## src/ifu_pkg.sv

```systemverilog
////////////////////////////////////////////////////////////////////////////
// shared types of the instruction fetch front: addresses, AXI-lite channel
// structs, the fetch output item and the state/response encodings
////////////////////////////////////////////////////////////////////////////

package ifu_pkg;

    // byte address of a fetch or a memory access
    typedef logic [31:0] addr_t;

    // one instruction word
    typedef logic [31:0] inst_t;

    // AXI-lite response codes, only the two used here
    typedef enum logic [1:0] {
        OKAY   = 2'b00,
        SLVERR = 2'b10
    } axi_resp_e;

    // fetch unit read master states
    typedef enum logic [1:0] {
        FETCH_IDLE = 2'd0,
        FETCH_ADDR = 2'd1,
        FETCH_DATA = 2'd2,
        FETCH_HOLD = 2'd3
    } fetch_state_e;

    // read address channel, master to slave
    typedef struct packed {
        logic  arvalid;
        addr_t araddr;
    } axi_ar_t;

    // read data channel, slave to master
    typedef struct packed {
        logic      rvalid;
        inst_t     rdata;
        axi_resp_e rresp;
    } axi_r_t;

    // write address, write data and response ready from the loader
    typedef struct packed {
        logic        awvalid;
        addr_t       awaddr;
        logic        wvalid;
        logic [31:0] wdata;
        logic [3:0]  wstrb;
        logic        bready;
    } axi_wr_req_t;

    // write channel readies and the write response
    typedef struct packed {
        logic      awready;
        logic      wready;
        logic      bvalid;
        axi_resp_e bresp;
    } axi_wr_rsp_t;

    // item handed to the next pipeline stage
    typedef struct packed {
        logic  valid;
        addr_t pc;
        inst_t inst;
        logic  fault;
    } fetch_out_t;

endpackage

```

## src/fetch_pc_gen.sv

```systemverilog
////////////////////////////////////////////////////////////////////////////
// program counter sequencer, steps by one word per accepted fetch and
// takes a redirect target with priority
////////////////////////////////////////////////////////////////////////////

module fetch_pc_gen #(
    parameter ifu_pkg::addr_t RESET_PC = 32'h0
) (
    input  logic           clk,
    input  logic           rst,
    input  logic           run,
    input  logic           redirect_valid,
    input  ifu_pkg::addr_t redirect_pc,
    input  logic           pc_taken,
    output ifu_pkg::addr_t pc,
    output logic           pc_valid
);

    ifu_pkg::addr_t pc_q;
    ifu_pkg::addr_t pc_next;

    // redirect wins over the sequential step
    always_comb begin
        pc_next = pc_q;
        if (redirect_valid) begin
            pc_next = redirect_pc;
        end else if (pc_taken) begin
            pc_next = pc_q + 32'd4;
        end
    end

    always_ff @(posedge clk) begin
        if (rst) begin
            pc_q <= RESET_PC;
        end else begin
            pc_q <= pc_next;
        end
    end

    assign pc = pc_q;

    // an address is only offered while the core is running
    assign pc_valid = run;

endmodule

```

## config.mk

```make
export PLATFORM = sky130hd
export DESIGN_NAME = fetch_pc_gen
export DESIGN_NICKNAME = d
export VERILOG_FILES = /design/src/ifu_pkg.sv /design/src/fetch_pc_gen.sv
export SDC_FILE = /design/constraint.sdc
export NUM_CORES = 1
export LEC_CHECK = 0
export BUFFER_PORTS_ARGS = -buffer_cell sky130_fd_sc_hd__buf_2
export CORE_AREA = 2 2 83 85
export CTS_CLUSTER_SIZE = 10
export DETAILED_ROUTE_END_ITERATION = 10
export DIE_AREA = 0 0 85 87
export GPL_TIMING_DRIVEN = 0
export HOLD_SLACK_MARGIN = 0.08
export SLEW_MARGIN = 20
export SYNTH_ARGS = -nofsm -noshare
export SYNTH_HDL_FRONTEND = slang
export SYNTH_SLANG_ARGS = --single-unit
```

## constraint.sdc

```tcl
create_clock -name clk -period 1.75 [get_ports clk]
set_input_delay 0.0875 -clock clk [delete_from_list [all_inputs] [get_ports clk]]
set_output_delay 0.0875 -clock clk [all_outputs]
set_load 0.02 [all_outputs]
```

==> flow_metrics.py <==
metrics = {
    "timing": {
        "fin_crit_sh_pct": 102,
        "fin_setup_tns_ps": -69.2,
        "hold_viol_final": 0,
        "max_freq_ghz": 0.560,
        "rsz0062_at_grt": "yes",
        "setup_slack_ps": -37.0,
        "tightest_slew_ps": 688,
        "finalMaxSlewViolations": 0,
        "fin_skew_ps": 4.95,
        "period_minus_slack_ps": 1790,
        "setup_violations": 2,
        "slew_headroom_pct": 54.0,
    },
    "setup_path": {
        "critPathMaxFanout": 5,
        "path_cells": "nand4_1, or3_1, buf_6, or3_4, a2111oi_4",
        "worst_r2r_endpoint": "pc[22]",
        "worstSetupPathType": "flip-flop to flip-flop",
        "cp_slowest_cell": "or3_4",
        "critPathCaptureType": "flip-flop",
        "worstPathRequired_ps": 1930,
        "arrival_ps": 1970,
        "ff2ff_path_depth": 5,
        "cpPeakStageDelay_ps": 370,
        "cp-startpoint": "pc[11]",
        "rrSetupSlack_ps": -40,
        "start_kind": "flip-flop",
        "r2r_start": "pc[11]",
    },
    "min_path": {
        "hp-class": "input pin to flip-flop",
        "hp-start": "redirect_pc[15]",
        "min_to": "pc[15]",
        "min_path_cells": 3,
    },
    "synthesis": {
        "yosysUniqueCellTypes": 45,
        "netlist_instances": 235,
        "seq_area_frac_synth_pct": 33.7,
        "postSynthAreaPerCell_um2": 8.09,
        "yosys.area_share.adder_pct": 0.658,
        "synth-compound-area-share_pct": 19.6,
        "synth-edff-count": 0,
        "synth_xor_area_share_pct": 4.15,
        "yosys.area_share.simple_pct": 35.5,
        "synthMuxAreaShare_pct": 1.58,
        "synth_top_family_by_area": "simple AND/OR/NAND/NOR gates",
        "synth_area_um2": 1900,
        "syn_nets": 273,
        "synth_warnings": 0,
        "synth_top_flop_cell": "dfxtp_1",
        "synth-seq-cells": 32,
        "synthArstFlopShare_pct": 0,
    },
    "global_route": {
        "grt_max_degree": 11,
        "grt_pass1_wl_um": 11200,
        "grt_overflow": 0,
        "first_global_vias": 2210,
        "antenna_found_initial": 0,
        "track_usage_pct": 18.9,
    },
    "finish": {
        "seqCellArea_um2": 698,
        "filler_cell_count": 659,
        "area_growth_syn_to_layout_pct": 62.1,
        "fin_area_um2": 3080,
        "drive_gt1_share_pct": 43.1,
        "antenna_cells": 0,
        "multi_input_area_um2": 1290,
        "final_nets": 401,
        "largest_register_ffs": 32,
    },
    "placed_design": {
        "io_buffers": 68,
        "gp_congestion": 0.866,
        "pre_cts_ws_ps": -292,
        "placed_area_um2": 2380,
        "dp_hpwl_um": 4710,
    },
    "clock_tree": {
        "clkSlewWorstSetupHoldPaths_ps": 70,
        "cts_root_buf": "clkbuf_8",
        "cts_sinks": 32,
        "clk_path_buf_depth": 2,
        "htreeDepth": 2,
        "cts_tree": "done",
        "clk_latency_ps": 290,
        "cts_buffers": 5,
    },
    "route": {
        "drcViolationCount": 0,
        "viasPerCell": 5.40,
        "routed_wl_um": 7140,
        "ant_nets": 0,
        "drt_pass1_iterations": 5,
        "vias": 2396,
        "wl_per_cell_um": 16.1,
        "drt_first_iter_violations": 231,
    },
    "power_and_ir_drop": {
        "cellPowerDensity_nw_per_um2": 610,
        "leakagePower_nw": 1.28,
        "max-vdd-ir-drop_mv": 0.321,
    },
    "die": {
        "chipWidth_um": 85,
        "dieArea_um2": 7400,
        "initial_core_util_pct": 28.9,
        "core-area_um2": 6570,
        "io_pins": 70,
        "row_count": 30,
        "fp.dieH_um": 87,
    },
    "status": {
        "violations": "negative setup slack",
        "status": "complete, but fails checks",
    },
    "flow_run": {
        "max_cap_violations": 0,
    },
}
==> stage by stage <==
stage	util [%]	hold slack (ps)	cells	power [mW]
floorplan	-	222	235	1.06
global placement	36.2	326	383	1.20
detailed placement	36.2	336	383	1.21
CTS	43.8	81.4	427	1.86
global route	46.9	89.9	444	1.97
finish	46.9	82.4	444	1.88
==> cell families (layout without fill, tap and decap cells) <==
logic type,Yosys count,in the layout
and+or+nand+nor,121,121
AOI/OAI and AO/OA,47,47
buffers and inverters,22,151
adders and majority gates,1,1
muxes,3,3
DFF,32,32
xor gates and xnor gates,9,9
==> cell usage after synthesis, drive strengths merged (4+ instances only) <==
cell / count / area share (%)
dfxtp: 32 / 34
nor2: 27 / 5.3
nand2: 20 / 3.9
nand4: 18 / 6.7
nor4: 10 / 3.3
clkbuf: 9 / 1.8
a211oi: 8 / 3.2
nand3: 8 / 2.1
a21oi: 7 / 1.8
buf: 7 / 1.8
or3: 7 / 2.3
xor2: 7 / 3.2
inv: 6 / 1.2
a2111oi: 5 / 2.7
a311oi: 5 / 2.3
and4: 5 / 2.3
nand2b: 4 / 1.3
nor3b: 4 / 1.6
o21ai: 4 / 1.1
==> where the power goes <==
part           switching [mW]  leakage [nW]  internal, mW
clock network           0.286        0.0455         0.321
registers              0.0696         0.276         0.780
logic                   0.227         0.956         0.196
==> worst max-delay path by stage <==
| stage | end | slack [ps] |
|---|---|---|
| 3_3_place_gp | pc[22] | -230 |
| 5_1_grt | pc[28] | -90 |
| 3_5_place_dp | pc[30] | -290 |
| 6_report | pc[22] | -40 |
| 2_1_floorplan | pc[26] | -110 |
| 4_1_cts | pc[22] | -130 |
==> placed cells by master, fill, tap and decap left out, types with 5 or more instances in the layout <==
master,synthesis,layout
clkbuf_1,9,10
dfxtp_1,32,8
dfxtp_4,0,11
dlygate4sd3_1,0,21
nand2_1,20,20
nand4_1,17,17
inv_1,6,6
a311oi_1,5,5
a21oi_1,7,7
or3_1,7,6
buf_4,1,34
nor4_1,10,6
a211oi_1,8,8
buf_2,4,69
clkbuf_8,0,6
nand3_1,8,6
and4_1,5,5
xor2_1,7,7
dfxtp_2,0,13
nor2_1,27,27
==> worst max-delay path: cells and delay by family (launching register included) <==
| kind | cells | cell delay (ps) |
|---|---|---|
| and+or+nand+nor | 3 | 910 |
| DFF | 1 | 350 |
| buffers and inverters | 1 | 140 |
| AOI/OAI and AO/OA | 1 | 270 |
==> layout make-up <==
| type | count | share of cell area, % |
|---|---|---|
| Buffer | 14 | 2.35 |
| Tap cell | 80 | 3.25 |
| Inverter | 6 | 0.731 |
| Clock buffer | 8 | 2.92 |
| Multi-Input combinational cell | 181 | 41.8 |
| Sequential cell | 32 | 22.7 |
| Timing Repair Buffer | 123 | 26.3 |
==> routing by layer <==
layer  part of all wire (%)  global-route usage [%]  vias up  routed length, µm
met1                     44                    25.2     1132               3140
met5                      0                       0        -                  0
met3                    6.4                    4.17       15                458
met2                     48                    30.8       87               3410
li1                       -                       -     1162                  -
met4                    1.8                    5.63        0                132
==> what timing repair did <==
| item | CTS | global route |
|---|---|---|
| gates resized for setup | 18 | 23 |
| hold buffers | 21 | 0 |
| pin swaps | 12 | 13 |
| endpoints found under the hold margin | 21 | 0 |
| buffers inserted | 16 | 18 |
| endpoints found under the setup margin | 12 | 13 |
(Power assumes the default switching activity.)
