File: src/ifu_pkg.sv
////////////////////////////////////////////////////////////////////////////
// shared types of the instruction fetch front: addresses, AXI-lite channel
// structs, the fetch output item and the state/response encodings
////////////////////////////////////////////////////////////////////////////

package ifu_pkg;

    // byte address of a fetch or a memory access
    typedef logic [31:0] addr_t;

    // one instruction word
    typedef logic [31:0] inst_t;

    // AXI-lite response codes, only the two used here
    typedef enum logic [1:0] {
        OKAY   = 2'b00,
        SLVERR = 2'b10
    } axi_resp_e;

    // fetch unit read master states
    typedef enum logic [1:0] {
        FETCH_IDLE = 2'd0,
        FETCH_ADDR = 2'd1,
        FETCH_DATA = 2'd2,
        FETCH_HOLD = 2'd3
    } fetch_state_e;

    // read address channel, master to slave
    typedef struct packed {
        logic  arvalid;
        addr_t araddr;
    } axi_ar_t;

    // read data channel, slave to master
    typedef struct packed {
        logic      rvalid;
        inst_t     rdata;
        axi_resp_e rresp;
    } axi_r_t;

    // write address, write data and response ready from the loader
    typedef struct packed {
        logic        awvalid;
        addr_t       awaddr;
        logic        wvalid;
        logic [31:0] wdata;
        logic [3:0]  wstrb;
        logic        bready;
    } axi_wr_req_t;

    // write channel readies and the write response
    typedef struct packed {
        logic      awready;
        logic      wready;
        logic      bvalid;
        axi_resp_e bresp;
    } axi_wr_rsp_t;

    // item handed to the next pipeline stage
    typedef struct packed {
        logic  valid;
        addr_t pc;
        inst_t inst;
        logic  fault;
    } fetch_out_t;

endpackage

File: src/ifu_inst_fetch.sv
////////////////////////////////////////////////////////////////////////////
// fetch unit, issues one AXI-lite read per pc and holds the returned word
// until the next stage takes it; redirects flush the fetch in progress
////////////////////////////////////////////////////////////////////////////

module ifu_inst_fetch (
    input  logic                clk,
    input  logic                rst,
    input  ifu_pkg::addr_t      pc,
    input  logic                pc_valid,
    input  logic                redirect_valid,
    input  logic                arready,
    input  ifu_pkg::axi_r_t     r,
    input  logic                inst_ready,
    output logic                pc_taken,
    output ifu_pkg::axi_ar_t    ar,
    output logic                rready,
    output ifu_pkg::fetch_out_t fetch_out
);

    ifu_pkg::fetch_state_e state;
    ifu_pkg::fetch_state_e state_next;

    // pc of the request in flight, also tags the held item
    ifu_pkg::addr_t req_pc;

    // set when the fetch in flight was overtaken by a redirect
    logic drop;
    logic drop_next;

    // held response payload
    ifu_pkg::inst_t hold_inst;
    logic           hold_fault;

    logic r_fire;

    // a redirect in the same cycle moves the pc, so the old one is not taken
    assign pc_taken = (state == ifu_pkg::FETCH_IDLE) && pc_valid && !redirect_valid;

    assign r_fire = rready && r.rvalid;

    always_comb begin
        state_next = state;
        drop_next  = drop;
        case (state)
            ifu_pkg::FETCH_IDLE: begin
                drop_next = 1'b0;
                if (pc_taken) begin
                    state_next = ifu_pkg::FETCH_ADDR;
                end
            end
            ifu_pkg::FETCH_ADDR: begin
                if (redirect_valid) begin
                    drop_next = 1'b1;
                end
                if (arready) begin
                    state_next = ifu_pkg::FETCH_DATA;
                end
            end
            ifu_pkg::FETCH_DATA: begin
                if (redirect_valid) begin
                    drop_next = 1'b1;
                end
                // a dropped response is accepted on the bus and thrown away
                if (r_fire) begin
                    if (drop || redirect_valid) begin
                        state_next = ifu_pkg::FETCH_IDLE;
                    end else begin
                        state_next = ifu_pkg::FETCH_HOLD;
                    end
                end
            end
            ifu_pkg::FETCH_HOLD: begin
                if (redirect_valid || inst_ready) begin
                    state_next = ifu_pkg::FETCH_IDLE;
                end
            end
            default: begin
                state_next = ifu_pkg::FETCH_IDLE;
            end
        endcase
    end

    always_ff @(posedge clk) begin
        if (rst) begin
            state <= ifu_pkg::FETCH_IDLE;
            drop  <= 1'b0;
        end else begin
            state <= state_next;
            drop  <= drop_next;
        end
    end

    // request address and response payload
    always_ff @(posedge clk) begin
        if (pc_taken) begin
            req_pc <= pc;
        end
        if (r_fire) begin
            hold_inst  <= r.rdata;
            hold_fault <= (r.rresp == ifu_pkg::SLVERR);
        end
    end

    assign ar.arvalid = (state == ifu_pkg::FETCH_ADDR);
    assign ar.araddr  = req_pc;
    assign rready     = (state == ifu_pkg::FETCH_DATA);

    assign fetch_out.valid = (state == ifu_pkg::FETCH_HOLD);
    assign fetch_out.pc    = req_pc;
    assign fetch_out.inst  = hold_inst;
    assign fetch_out.fault = hold_fault;

endmodule

File: config.mk
export PLATFORM = sky130hd
export DESIGN_NAME = ifu_inst_fetch
export DESIGN_NICKNAME = d
export VERILOG_FILES = /design/src/ifu_pkg.sv /design/src/ifu_inst_fetch.sv
export SDC_FILE = /design/constraint.sdc
export NUM_CORES = 1
export LEC_CHECK = 0
export BUFFER_PORTS_ARGS = -buffer_cell sky130_fd_sc_hd__buf_2
export CAP_MARGIN = 30
export CORE_MARGIN = 2
export CORE_UTILIZATION = 44
export CTS_CLUSTER_DIAMETER = 100
export DETAILED_ROUTE_END_ITERATION = 8
export GPL_TIMING_DRIVEN = 1
export PLACE_DENSITY = 0.89
export SETUP_SLACK_MARGIN = 0.3
export SYNTH_ARGS = -nofsm -noshare
export SYNTH_HDL_FRONTEND = slang
export SYNTH_SLANG_ARGS = --single-unit
File: constraint.sdc
create_clock -name clk -period 7.35 [get_ports clk]
set_input_delay 0.735 -clock clk [delete_from_list [all_inputs] [get_ports clk]]
set_output_delay 0.735 -clock clk [all_outputs]
set_load 0.03 [all_outputs]
==> metrics.md <==
| Metric | Value |
|---|---|
| Status | `completed` |
| Max clock buf depth | `2` |
| Syn Nets | `205` |
| Wire per inst | `around 14 um` |
| Routed via count | `~1600` |
| RSZ-0062 raised after global routing | `false` |
| CTS H-tree depth | `3` |
| Pwr dens | `slightly below 300 nW/um2` |
| FF/Latch Area | `2012 um2` |
| Gr ovfl total | `0` |
| Ys Warns | `0` |
| Critical Path Fanout Max | `33` |
| Layout area overhead | `37.70%` |
| Layout cells sized above 1 | `around two thirds` |
| CP Cell Sequence | `inv_1, ha_1, inv_1, nor2_2, buf_4, buf_2` |
| Routability cong. | `between 0.7 and 0.8` |
| Clk root buf | `clkbuf_8` |
| Hold Crit Endpoint | `drop` |
| Slowest Stage Delay on Critical Path | `0.36 ns` |
| Antenna violations before repair | `0` |
| DRT Pass-1 Iters | `3` |
| Max_cap viols | `0` |
| Worst slew margin | `73.65%` |
| CTS Buf Count | `9` |
| Footprint of the multi-input gates | `about 190 um2` |
| CTS tree | `yes` |
| Final nets | `~360` |
| Clk_lat worst skew | `approximately 0.33 ns` |
| Dpl cell area | `around 3200 um2` |
| Number of port buffers | `around 170` |
| Fillers | `423` |
| Worst-margin pin slew | `around 0.40 ns` |
| Clk sinks | `between 60 and 70` |
| Initial core utilization | `45.16%` |
| Number of global-route vias before repair | `about 1500` |
| Hold Buf Count CTS | `0` |
| Reg2reg end | `state[0]` |
| Crit path launch | `state[1]` |
| Flop pwr share | `a little under half` |
| Layout Skew | `between 0.008 and 0.009 ns` |
| CP Buf/Inv Count | `4` |
| Worst endpoint data arrival time | `around 1.8 ns` |
| Setup TNS | `0 ns` |
| Critical path data required time | `around 6.6 ns` |
| Avg Vias per Cell | `around 4.4` |
| Utilization after layout | `62.18%` |
| Die Span X | `between 70 and 80 um` |
| Worst hold path class | `register to register` |
| Post-Syn Area | `2456 um2` |
| Die Ht | `78.72 um` |
| Synth cell types | `19` |
| Seq/Total Area, Yosys | `81.92%` |
| WHS Path Cells | `2` |
| Post-Syn Area per Cell | `about 19 um2` |
| Post-CTS Setup Bufs | `0` |
| Leak | `1.502 nW` |
| Post-cts gate resize count | `0` |
| Slew Viols, Final | `0` |
| Core Area | `around 5400 um2` |
| First-pass GRT wire length | `between 6000 and 7000 um` |
| DR DRC count | `0` |
| Final instance area | `approximately 3400 um2` |
| 1st-iter DRT viols | `slightly above 40` |
| R2r setup slk | `between 5 and 6 ns` |
| Cell count after synthesis | `~130` |
| Combinational power share | `roughly 23%` |
| Worst r2r src | `state[0]` |
| Min cycle time layout | `2.509 ns` |
| Sw Share | `between 30 and 40%` |
| Cells on worst reg2reg path | `5` |
| Final period utilization | `34.14%` |
| Die area | `6196 um2` |
| Critical path's slowest cell | `buf_4` |
| Reg clk slew, reported paths | `roughly 0.07 ns` |
| CP endpoint kind | `primary output` |
| Clock Power Share | `29.5%` |
| Total wire length | `around 4900 um` |
| Hold Startpoint | `drop` |
| #FFs+latches synth | `68` |
| Largest net degree at the start of global routing | `34` |
| Cell internal pwr | `just under 0.7 mW` |
| Critical path type | `register to primary output` |
| Final hold violations | `0` |
| CP top delay family | `buffers and inverters` |
| # rows | `27` |
| Startpoint class of the critical path | `register` |
| Sw Pwr | `0.3145 mW` |
| Routed Antenna Nets | `0` |
| Peak Freq | `398.5 MHz` |
| VDD IR max | `0.0001828 V` |
| I/O Pins | `174` |
| Diodes inserted | `0` |
| DP HPWL | `3804 um` |
| GRT Util Overall | `between 10% and 20%` |
| Endpoints failing setup | `0` |
| Crit path top cell by count | `inv_1` |
[tightest hold or removal path, cell delays in order (launching register included)]
cell	delay [ns]
dfxtp_1	0.32
o21ai_0	0.07
a21oi_1	0.06
[registers in the layout, summed over array words and instances (netlist names)]
register    count
hold_inst      32
req_pc         32
state           2
drop            1
hold_fault      1
[worst max-delay path by stage]
stage / endpoint / slack [ns] / cells past startpoint
floorplan: pc_taken / 4.02 / 2
finish: pc_taken / 4.84 / 6
CTS: pc_taken / 4.81 / 6
global route: pc_taken / 4.69 / 6
detailed placement: pc_taken / 4.89 / 5
global placement: pc_taken / 4.91 / 5
[cell usage in the layout (no fill, tap or decap), types with 2 or more instances in the layout]
cell type,instances
buf_2,173
edfxtp_1,65
clkbuf_8,9
ha_1,4
inv_1,3
nor2b_1,3
a21oi_1,3
dfxtp_1,3
nor2_1,2
clkinv_4,2
clkinvlp_4,2
buf_4,2
[final cells by class]
type | instances | share of cell area, %
flip-flops and latches | 68 | 59.49
repair buffers | 175 | 26.05
multi-input cells | 24 | 5.549
clock buffers | 9 | 3.663
well taps | 72 | 2.664
clock inverters | 7 | 2.257
inverters | 3 | 0.3330
[cells by family (layout without fill, tap and decap cells)]
kind of cell	count (synthesis)	count (layout)	share of synthesized area (%)
and+or+nand+nor	13	13	3.413
AOI/OAI and AO/OA	6	6	1.630
adders and majority gates	4	4	2.038
buffers and inverters	36	194	10.55
muxes	1	1	0.4584
DFF	68	68	81.92
[stage by stage]
stage	power [mW]	hold slack, ns	setup WS, ns	std cells
2_1_floorplan	0.6676	0.4525	4.021	128
3_3_place_gp	0.7155	0.4911	4.907	342
3_5_place_dp	0.7225	0.4808	4.890	342
4_1_cts	1.021	0.4928	4.806	358
5_1_grt	1.052	0.5280	4.691	358
6_report	1.008	0.4950	4.841	358
[power groups by stage]
stage / clock [mW] / combinational [mW] / sequential, mW
2_1_floorplan: 0 / 0.115 / 0.553
3_3_place_gp: 0 / 0.225 / 0.491
3_5_place_dp: 0 / 0.229 / 0.493
4_1_cts: 0.307 / 0.230 / 0.485
5_1_grt: 0.323 / 0.241 / 0.488
6_report: 0.297 / 0.227 / 0.484
[Yosys cell counts, drive strengths merged]
cell type	n	share of area, %
edfxtp	65	79
buf	33	10
ha	4	2.0
a21oi	3	0.61
dfxtp	3	2.4
inv	3	0.46
nor2	3	0.46
nor2b	3	0.76
nand2b	2	0.82
a2111o	1	0.46
a221oi	1	0.36
and2	1	0.25
mux2	1	0.46
nand2	1	0.15
nand4bb	1	0.46
nor3	1	0.20
nor3b	1	0.31
o21ai	1	0.20
[per-layer routing]
layer	GRT usage [%]	wire (um)	up-vias
met5	0	0	-
met4	7.895	56	0
met3	4.432	492	7
met2	26.24	2645	99
met1	16.14	1658	730
li1	-	-	742
(Power assumes the default switching activity.)
